==> config.mk <==
export PLATFORM = sky130hd
export DESIGN_NAME = branch_top
export DESIGN_NICKNAME = d
export VERILOG_FILES = /design/src/hdl/branch_pkg.sv /design/src/hdl/csr_pkg.sv /design/src/hdl/branch_csr.sv /design/src/hdl/branch_top.sv /design/src/hdl/branch_unit.sv /design/src/hdl/lut.sv
export SDC_FILE = /design/constraint.sdc
export NUM_CORES = 1
export LEC_CHECK = 0
export ABC_CLOCK_PERIOD_IN_PS = 16400
export CAP_MARGIN = 20
export CORE_MARGIN = 3
export CORE_UTILIZATION = 60
export CTS_BUF_LIST = sky130_fd_sc_hd__clkbuf_2 sky130_fd_sc_hd__clkbuf_4 sky130_fd_sc_hd__clkbuf_8
export CTS_CLUSTER_SIZE = 16
export DETAILED_ROUTE_END_ITERATION = 6
export DONT_BUFFER_PORTS = 1
export GPL_TIMING_DRIVEN = 0
export PLACE_DENSITY = 0.75
export SETUP_SLACK_MARGIN = 0.2
export SYNTH_ARGS = -nofsm -noshare
export SYNTH_HDL_FRONTEND = slang
export SYNTH_SLANG_ARGS = --single-unit
==> constraint.sdc <==
create_clock -name clk -period 16.4 [get_ports clk]
set_clock_uncertainty 0.2 [all_clocks]
set_input_delay 0.82 -clock clk [delete_from_list [all_inputs] [get_ports clk]]
set_output_delay 0.82 -clock clk [all_outputs]
set_load 0.005 [all_outputs]
==> src/hdl/branch_pkg.sv <==
package branch_pkg;

  // ******************************
  // instruction addresses
  // ******************************
  localparam int ADDR_WIDTH = 32;

  typedef logic [ADDR_WIDTH-1:0] addr_t;

  // ******************************
  // jump opcodes
  // ******************************
  typedef enum logic [3:0] {
    JOP_NOP = 4'd0,
    JOP_J   = 4'd1,   // unconditional and resolved late.
    JOP_JR  = 4'd2,   // target from register.
    JOP_JEQ = 4'd3,
    JOP_JNE = 4'd4,
    JOP_JL  = 4'd5,
    JOP_JLE = 4'd6,
    JOP_JG  = 4'd7,
    JOP_JGE = 4'd8,
    JOP_JZ  = 4'd9,
    JOP_JNZ = 4'd10
  } jop_t;

  // ******************************
  // pipeline flush mask
  // ******************************
  localparam int FLUSH_BITS = 4;

  // one bit per pipeline register.
  typedef logic [FLUSH_BITS-1:0] flush_t;

  localparam flush_t FLUSH_NONE   = 4'b0000;
  localparam flush_t FLUSH_PC     = 4'b0001;
  localparam flush_t FLUSH_IF_ID  = 4'b0010;
  localparam flush_t FLUSH_ID_EX  = 4'b0100;
  localparam flush_t FLUSH_EX_MEM = 4'b1000;

  localparam flush_t FLUSH_ALL = FLUSH_PC | FLUSH_IF_ID | FLUSH_ID_EX | FLUSH_EX_MEM;

endpackage

==> src/hdl/csr_pkg.sv <==
package csr_pkg;

  // ******************************
  // apb bus
  // ******************************
  localparam int PADDR_WIDTH = 8;
  localparam int PDATA_WIDTH = 32;

  typedef logic [PADDR_WIDTH-1:0] paddr_t;
  typedef logic [PDATA_WIDTH-1:0] pdata_t;

  // ******************************
  // register map
  // ******************************
  localparam paddr_t REG_CTRL      = 8'h00;
  localparam paddr_t REG_REDIRECTS = 8'h04;   // taken redirects.
  localparam paddr_t REG_JUMPS     = 8'h08;   // all jump opcodes.

  // REG_CTRL bits.
  localparam int CTRL_LEARN = 0;
  localparam int CTRL_CLEAR = 1;   // self clearing.

endpackage

==> src/hdl/branch_csr.sv <==
module branch_csr (
  input  logic            clk,
  input  logic            reset,
  input  logic            psel,
  input  logic            penable,
  input  logic            pwrite,
  input  csr_pkg::paddr_t paddr,
  input  csr_pkg::pdata_t pwdata,
  output csr_pkg::pdata_t prdata,
  output logic            pready,
  output logic            pslverr,
  input  logic            redirect,
  input  logic            jump,
  output logic            learn,
  output logic            clear
);

  import csr_pkg::*;

  logic   access;
  logic   ctrl_write;
  logic   known;
  pdata_t rdata;
  pdata_t redirects;
  pdata_t jumps;

  assign access     = psel && penable;
  assign ctrl_write = access && pwrite && (paddr == REG_CTRL);

  // ******************************
  // control register
  // ******************************
  always_ff @(posedge clk) begin
    if (reset) begin
      learn <= 1'b1;
    end else if (ctrl_write) begin
      learn <= pwdata[CTRL_LEARN];
    end
  end

  assign clear = ctrl_write && pwdata[CTRL_CLEAR];   // one access phase wide.

  // ******************************
  // event counters
  // ******************************
  always_ff @(posedge clk) begin
    if (reset) begin
      redirects <= '0;
      jumps     <= '0;
    end else begin
      if (redirect) begin
        redirects <= redirects + 1'b1;
      end
      if (jump) begin
        jumps <= jumps + 1'b1;
      end
    end
  end

  // ******************************
  // read mux
  // ******************************
  always_comb begin
    known = 1'b1;
    rdata = '0;
    case (paddr)
      REG_CTRL:      rdata[CTRL_LEARN] = learn;   // clear reads as 0.
      REG_REDIRECTS: rdata = redirects;
      REG_JUMPS:     rdata = jumps;
      default:       known = 1'b0;
    endcase
  end

  assign prdata  = (access && !pwrite) ? rdata : '0;
  assign pready  = 1'b1;   // no wait states.
  assign pslverr = access && !known;

endmodule

==> src/hdl/branch_top.sv <==
module branch_top #(
  parameter int lut_depth = 16
) (
  input  logic               clk,
  input  logic               reset,
  // execute stage.
  input  logic               zero,
  input  logic               less,
  input  logic               greater,
  input  branch_pkg::jop_t   jop,
  input  branch_pkg::addr_t  pc,
  input  branch_pkg::addr_t  reg_address,
  input  branch_pkg::addr_t  imm_address,
  output branch_pkg::flush_t flush,
  output branch_pkg::addr_t  jump_address,
  // fetch lookup.
  input  branch_pkg::addr_t  read_key,
  output branch_pkg::addr_t  read_val,
  output logic               read_valid,
  // apb.
  input  logic               psel,
  input  logic               penable,
  input  logic               pwrite,
  input  csr_pkg::paddr_t    paddr,
  input  csr_pkg::pdata_t    pwdata,
  output csr_pkg::pdata_t    prdata,
  output logic               pready,
  output logic               pslverr
);

  logic lut_write;
  logic redirect;
  logic jump;
  logic learn;
  logic clear;

  branch_unit u_branch_unit (
    .clk          (clk),
    .reset        (reset),
    .zero         (zero),
    .less         (less),
    .greater      (greater),
    .jop          (jop),
    .pc           (pc),
    .reg_address  (reg_address),
    .imm_address  (imm_address),
    .learn        (learn),
    .flush        (flush),
    .jump_address (jump_address),
    .lut_write    (lut_write),
    .redirect     (redirect),
    .jump         (jump)
  );

  // resolved targets keyed by the branch pc.
  lut #(
    .lut_depth (lut_depth)
  ) u_lut (
    .clk        (clk),
    .reset      (reset),
    .clear      (clear),
    .write      (lut_write),
    .write_key  (pc),
    .write_val  (jump_address),
    .read_key   (read_key),
    .read_val   (read_val),
    .read_valid (read_valid)
  );

  branch_csr u_branch_csr (
    .clk      (clk),
    .reset    (reset),
    .psel     (psel),
    .penable  (penable),
    .pwrite   (pwrite),
    .paddr    (paddr),
    .pwdata   (pwdata),
    .prdata   (prdata),
    .pready   (pready),
    .pslverr  (pslverr),
    .redirect (redirect),
    .jump     (jump),
    .learn    (learn),
    .clear    (clear)
  );

endmodule

==> src/hdl/branch_unit.sv <==
module branch_unit (
  input  logic               clk,
  input  logic               reset,
  input  logic               zero,
  input  logic               less,
  input  logic               greater,
  input  branch_pkg::jop_t   jop,
  input  branch_pkg::addr_t  pc,
  input  branch_pkg::addr_t  reg_address,
  input  branch_pkg::addr_t  imm_address,
  input  logic               learn,
  output branch_pkg::flush_t flush,
  output branch_pkg::addr_t  jump_address,
  output logic               lut_write,
  output logic               redirect,
  output logic               jump
);

  import branch_pkg::*;

  logic taken;   // condition of a conditional jump.

  // ******************************
  // condition decode
  // ******************************
  always_comb begin
    case (jop)
      JOP_JEQ,
      JOP_JZ:  taken = zero;
      JOP_JNE,
      JOP_JNZ: taken = !zero;
      JOP_JL:  taken = less;
      JOP_JLE: taken = less || zero;
      JOP_JG:  taken = greater;
      JOP_JGE: taken = greater || zero;
      default: taken = 1'b0;
    endcase
  end

  // ******************************
  // flush mask
  // ******************************
  always_comb begin
    case (jop)
      JOP_NOP: flush = FLUSH_NONE;
      JOP_J:   flush = FLUSH_EX_MEM;   // fetch already redirected.
      JOP_JR:  flush = FLUSH_ALL;
      default: flush = taken ? FLUSH_ALL : FLUSH_NONE;
    endcase
  end

  assign jump_address = (jop == JOP_JR) ? reg_address : imm_address;

  // pc redirect drives the counters and table learning.
  assign redirect  = (flush & FLUSH_PC) != FLUSH_NONE;
  assign lut_write = redirect && learn;
  assign jump      = jop != JOP_NOP;

  // ******************************
  // assertions
  // ******************************
  a_nop_no_flush : assert property (
    @(posedge clk) disable iff (reset)
    (jop == JOP_NOP) |-> (flush == FLUSH_NONE)
  );

  a_write_needs_redirect : assert property (
    @(posedge clk) disable iff (reset)
    lut_write |-> ((flush & FLUSH_PC) != FLUSH_NONE)
  );

endmodule

==> src/hdl/lut.sv <==
module lut #(
  parameter int lut_depth = 16
) (
  input  logic              clk,
  input  logic              reset,
  input  logic              clear,
  input  logic              write,
  input  branch_pkg::addr_t write_key,
  input  branch_pkg::addr_t write_val,
  input  branch_pkg::addr_t read_key,
  output branch_pkg::addr_t read_val,
  output logic              read_valid
);

  import branch_pkg::*;

  localparam int idx_width = $clog2(lut_depth);
  localparam int tag_width = ADDR_WIDTH - idx_width - 2;

  typedef logic [idx_width-1:0] idx_t;
  typedef logic [tag_width-1:0] tag_t;

  logic [lut_depth-1:0] valid;
  tag_t                 tag_mem [lut_depth];
  addr_t                val_mem [lut_depth];

  idx_t wr_idx;
  idx_t rd_idx;
  tag_t wr_tag;
  tag_t rd_tag;

  // index sits above bit 1 of a word aligned key.
  assign wr_idx = write_key[idx_width+1:2];
  assign wr_tag = write_key[ADDR_WIDTH-1:idx_width+2];
  assign rd_idx = read_key[idx_width+1:2];
  assign rd_tag = read_key[ADDR_WIDTH-1:idx_width+2];

  // ******************************
  // write port
  // ******************************
  always_ff @(posedge clk) begin
    if (reset || clear) begin
      valid <= '0;   // clear wins over a same cycle write.
    end else if (write) begin
      valid[wr_idx] <= 1'b1;
    end
  end

  always_ff @(posedge clk) begin
    if (write) begin
      tag_mem[wr_idx] <= wr_tag;
      val_mem[wr_idx] <= write_val;
    end
  end

  // ******************************
  // read port
  // ******************************
  // same index write in this cycle is not seen.
  always_ff @(posedge clk) begin
    if (reset || clear) begin
      read_valid <= 1'b0;
    end else begin
      read_valid <= valid[rd_idx] && (tag_mem[rd_idx] == rd_tag);
    end
  end

  always_ff @(posedge clk) begin
    read_val <= val_mem[rd_idx];
  end

  a_no_hit_after_clear : assert property (
    @(posedge clk)
    (reset || clear) |=> !read_valid
  );

endmodule

Yosys cells after proc, flatten, opt, wreduce, memory -nomap -nowiden
Memories as Yosys holds them, arrays and structs flattened. A register that Yosys moved wholly into a read port is not among the register bits. Index checks and enable logic that the tools add are counted.

Bits of input ports: 180. Register bits: 82. Bits in latches: 0. Output and inout bits: 103. Memory bits (writable): 928. Word-level logic and storage cells: 61. Memories: 2. Bits in read-only memories: 0.

Order comparisons: 3. Equal/unequal tests: 13. Shift-type cells: 0. Reduce and logical (&&, ||, !) cells: 21. $mul: 0. Divide/modulo/power cells: 0. Mux-type cells: 14. Bitwise gates (word level): 1. Add/subtract/negate cells: 2.

Memory list: u_lut.val_mem (depth 16, width 32, rd ports 1, clocked after Yosys merged registers in 1, write ports 1, line lut.sv:25) `addr_t val_mem [lut_depth];`; u_lut.tag_mem (depth 16, width 26, rd ports 1, clocked after Yosys merged registers in 0, write ports 1, line lut.sv:24) `tag_t tag_mem [lut_depth];`.

Operators with widths (number): adder 32 x 1 -> 32 bit (second input constant) (2); two-way mux 32 bit (2); case mux 31 bit (2 select lines) (1); == test 26 bit (1); == test 4 x 3 -> 1 bit (second input constant) (4); OR 16 bit (1); == test 4 bit (second input constant) (3); case mux 4 bit (3 select lines) (1); < comparator 4 x 5 -> 1 bit (second input constant) (2); logical AND 1 bit (9); == test 4 x 2 -> 1 bit (second input constant) (2); == test 8 x 3 -> 1 bit (second input constant) (1); == test 8 x 4 -> 1 bit (second input constant) (1); logical NOT 8 bit (1); case mux 1 bit (6 select lines) (1); two-way mux 1 bit (5); binary-select mux 1 bit (select 4 bit) (1); demux 1 bit (select 4 bit) (1); == test 4 x 1 -> 1 bit (second input constant) (1); >= comparator 4 x 1 -> 1 bit (second input constant) (1); logical NOT 4 bit (1); two-way mux 4 bit (1); nonzero test 4 bit (1); OR reduction 2 bit (2); 4 further kinds (8).

Logic depth before layout (Yosys ltp)
Depth in word-level cells: 8. Mapped depth: 11. Mapped depth without buffers: 7.

Cells and area by module
Synthesis repeated with hierarchy kept, for this count alone.

Cells, all modules: 2096. Area, all modules: 41210.8 µm².

Modules (own cells, without submodules): lut (seq. area each 28847.7 µm², area each 36993.0 µm², instances 1, cells each 1579); branch_csr (seq. area each 1301.2 µm², area each 3643.5 µm², instances 1, cells each 458); branch_unit (seq. area each 0.0 µm², area each 574.3 µm², instances 1, cells each 59).

Worst setup path before layout
OpenSTA, ideal clock, no wires.

Path type: input to register. Start: in jop[0]. End: mem u_lut.tag_mem[0][0] (netlist name), enable pin. Setup slack: 7990 ps. Data required time: 15573 ps. Setup time: 627 ps. Arrival time: 7583 ps. Buffers on the path: 1. Stages: 7. Cells stage by stage: buf_2 > nor3b_1 > o21ai_0 > a21o_1 > nand3_1 > nand2_1 > nor4_1.

Word-level cells in the longest chain between the ends: 8. Elaborated cells between the ends (all ways): 19. Classes of those cells: 10 x eq/ne; 5 x mux; 4 x reduce/logical.

Ends and longest elaborated chain: start, declared (line branch_top.sv:10) `input branch_pkg::jop_t jop,`; == test 4 x 3 -> 1 bit, or another cell as far along (line branch_unit.sv:27) `case (jop)`; OR reduction 2 bit (line branch_unit.sv:27); case mux 1 bit (6 select lines) (line branch_unit.sv:27); two-way mux 4 bit (line branch_unit.sv:48) `default: flush = taken ? FLUSH_ALL : FLUSH_NONE;`; case mux 4 bit (3 select lines) * (line branch_unit.sv:44) `case (jop)`; named net redirect (line branch_top.sv:32) `logic redirect;`; logical AND 1 bit * (line branch_unit.sv:56) `assign lut_write = redirect && learn;`; two-way mux 1 bit * (line lut.sv:50) `if (write) begin`; two-way mux 1 bit (implied by the code) * (line lut.sv:51) `tag_mem[wr_idx] <= wr_tag;`; end, declared (line lut.sv:24).

Mark *: on every way through the listed nets, which the timed path passes. The rest lies on a longest branch.

Worst setup path in the final report
Start: in jop[0]. End: mem u_lut.val_mem[4][10] (netlist name), enable pin.

Word-level cells in the longest chain between the ends: 8. Elaborated cells between the ends (all ways): 19. Classes of those cells: 10 x eq/ne; 5 x mux; 4 x reduce/logical.

Ends and longest elaborated chain: == test 4 x 3 -> 1 bit, or another cell as far along (line branch_unit.sv:27); OR reduction 2 bit (line branch_unit.sv:27); case mux 1 bit (6 select lines) (line branch_unit.sv:27); two-way mux 4 bit (line branch_unit.sv:48); case mux 4 bit (3 select lines) * (line branch_unit.sv:44); named net redirect (line branch_top.sv:32); logical AND 1 bit * (line branch_unit.sv:56); two-way mux 1 bit * (line lut.sv:50); two-way mux 1 bit (implied by the code) * (line lut.sv:52) `val_mem[wr_idx] <= write_val;`; end, declared (line lut.sv:25).

Marked as above.

==> results.toml <==
[finish]
instances_no_fill = 3446
area_growth_pct = 14.22
final_cell_mix = "928 x edfxtp_1, 265 x mux4_2, 176 x clkbuf_8, 152 x nand2_1"
final_common_cell = "edfxtp_1"
finalNetCount = 2626
design_area_sq_um = 46860
drive_above_1_share_pct = 28.42
fillers = 4179

[route]
vias_per_cell = 6.419
drt_iter0_drc = 2564
dr.pass1.iters = 6
drc = 0
num_vias = 22119
routed_wl_microns = 101500
wire_per_inst_microns = 29.45
ant_nets = 0

[power]
powerDensity_nw_per_um2 = 114.6
leakage_uw = 0.01536
irDropWorstVdd_v = 0.00008088
finalPower_uw = 5371

[timing]
timing.fmax_mhz = 222.3
fin_crit_sh_pct = 27.43
rsz0062_at_grt = "false"
slew_viol_final = 0
worst_slew_pin_slew_ns = 1.111
slew-limit-headroom_pct = 25.91
setup_slack_ns = 11.90
setup_viol = 0
hold_viol_final = 0
finalCriticalPeriod_ns = 4.499
tns_ns = 0

[worst_setup_path]
required_ns = 16.71
end_kind = "register"
setup.worst_path.start_class = "primary input"
arrival_ns = 4.81
worst-path-max-fanout = 10
worstSetupPathType = "primary input to register"

[clock_tree]
post_cts_resize_count = 0
clkTransAtPathRegs_ns = 0.06
cts-hold-fix-buffers = 29
cts_setup_buffers = 0
numCtsBuffers = 161
cts-root-buf = "clkbuf_8"
htreeDepth = 4
cts_tree = "done"
insertion_delay_ns = 0.81
clkSinkCount = 1042
max-clock-path-buffers = 3

[floorplanning]
die_area_sq_um = 71550
die_h_microns = 267.5
top_level_ports = 283
rows = 95
placeableCoreArea_sq_um = 67400
fp.dieW_microns = 267.5
start_util_pct = 60.87

[synth]
yosysTopAreaCell = "edfxtp_1"
synthArstFlopShare_pct = 0
ys_types = 70
ys_ff_latch = 1042
synth.area.top_cells = "edfxtp_1 68%, mux4_2 15%, dfxtp_1 5.6%"
seq_area_frac_synth_pct = 73.49
synth.avg_cell_area_sq_um = 19.16
synth_edf_count = 928
syn_inst = 2141
synth_area_sq_um = 41020
yosys_warnings = 0
synth_top_area_share_pct = 67.93
syn_nets = 2323
ys.flop_type = "edfxtp_1"

[grt]
antenna_found_initial = 5
grt_pass1_wl_microns = 148400
grt_pass1_vias = 22536
grt_max_degree = 23
grt.total_usage_pct = 29.04
gr-total-overflow = 0

[place]
place_area_sq_um = 43340
globalplace.congestion = 0.9347
pre_cts_ws_ns = 11.06
dpl.cell_count = 3123
dp_hpwl_microns = 69520
portBuffers = 0

[worst_hold_path]
hold_path_class = "primary input to register"

[flow_run]
max_cap_viol_count = 0

[run_status]
outcome = "complete, no violations"
-- state kept, by name, indices dropped and copies added (netlist names) --
name                    count
u_branch_csr.redirects     32
u_lut.read_valid            1
u_lut.valid                16
u_branch_csr.learn          1
u_lut.read_val             32
u_lut.val_mem             512
u_lut.tag_mem             416
u_branch_csr.jumps         32
-- final cells by class --
| cell class | count | area (sq um) | share of cell area, % |
|---|---|---|---|
| sequential | 1042 | 30150 | 64.34 |
| timing repair buffer | 140 | 1424 | 3.039 |
| buffer | 116 | 591.8 | 1.263 |
| antenna | 4 | 10.01 | 0.02136 |
| clock buffer | 236 | 2873 | 6.131 |
| inverter | 19 | 71.32 | 0.1522 |
| tap | 873 | 1092 | 2.331 |
| multi-input combinational | 964 | 10320 | 22.03 |
| clock inverter | 52 | 324.1 | 0.6916 |
-- power by group --
part	internal, uW	switching [uW]	total [uW]
registers	2930	11.8	2940
clock network	1160	975	2130
logic	116	182	298
-- per-layer routing --
layer,wire (microns),vias up,global-route usage (%)
met4,2520,6,9.049
li1,-,9303,-
met2,51350,1131,48.10
met5,45,-,0
met3,8224,165,6.348
met1,39360,11514,39.36
-- per-stage QoR --
step	hold slack (ns)	utilization (%)
6_report	0.09593	69.52
5_1_grt	0.04771	69.51
4_1_cts	0.04041	69.49
3_5_place_dp	0.2518	64.31
3_3_place_gp	0.2405	62.49
2_1_floorplan	0.2354	-
-- cell usage after synthesis, types with 3 or more instances --
cell type  instances
nor2b_1            9
a221oi_1           5
buf_6              8
and4_1             5
mux2i_1           46
a22oi_1           36
mux2_2             9
o311a_1            3
nand2b_1           6
nor3b_1            3
and3_1             8
nor4_1            16
a31oi_1            7
or2_2              3
or3_1              7
xor2_1            49
xnor2_1           32
a2bb2oi_1          3
o21ai_0           20
o21a_1            17
o22ai_1           10
nand4_1           25
o32ai_1            4
mux4_2           265
nand3_1           20
inv_1             16
buf_4             14
clkbuf_1          46
nor3_1            13
dfxtp_1          114
nand2_1          152
edfxtp_1         928
buf_1             13
a21oi_1           23
nor2_1           122
buf_2             35
and2_1             5
-- worst paths after layout --
| path | depth (start not counted) | end | slack, ns | from |
|---|---|---|---|---|
| worst min-delay path | 1 | u_lut.val_mem[2][29]$_DFFE_PP_ | 0.1 | pc[4] |
| worst min register to register | 1 | u_lut.valid[11]$_SDFFE_PP0P_ | 0.27 | u_lut.valid[11]$_SDFFE_PP0P_ |
| worst max-delay path | 12 | u_lut.val_mem[4][10]$_DFFE_PP_ | 11.90 | jop[0] |
| worst max register to register | 8 | u_lut.val_mem[4][10]$_DFFE_PP_ | 12.96 | u_branch_csr.learn$_SDFFE_PP1P_ |
-- worst max-delay path, stage by stage --
cell and delay [ns]:
buf_2 0.15, nor3_1 0.25, nand2_1 0.47, nand3_1 0.57, nand2_1 0.37, nor4_2 0.92
buf_4 0.32, buf_4 0.18, buf_4 0.19, buf_4 0.20, buf_4 0.19, buf_6 0.15
-- cells by family after synthesis --
| family | share of synthesized area (%) |
|---|---|
| buffers and inverters | 1.617 |
| AO/OA/AOI/OAI | 2.596 |
| flip-flops | 73.49 |
| XOR/XNOR | 1.729 |
| other | 0.009141 |
| multiplexers | 15.92 |
| AND/OR/NAND/NOR | 4.578 |
| adder cells (fa/ha/maj) | 0.06099 |
(Power assumes the default switching activity.)
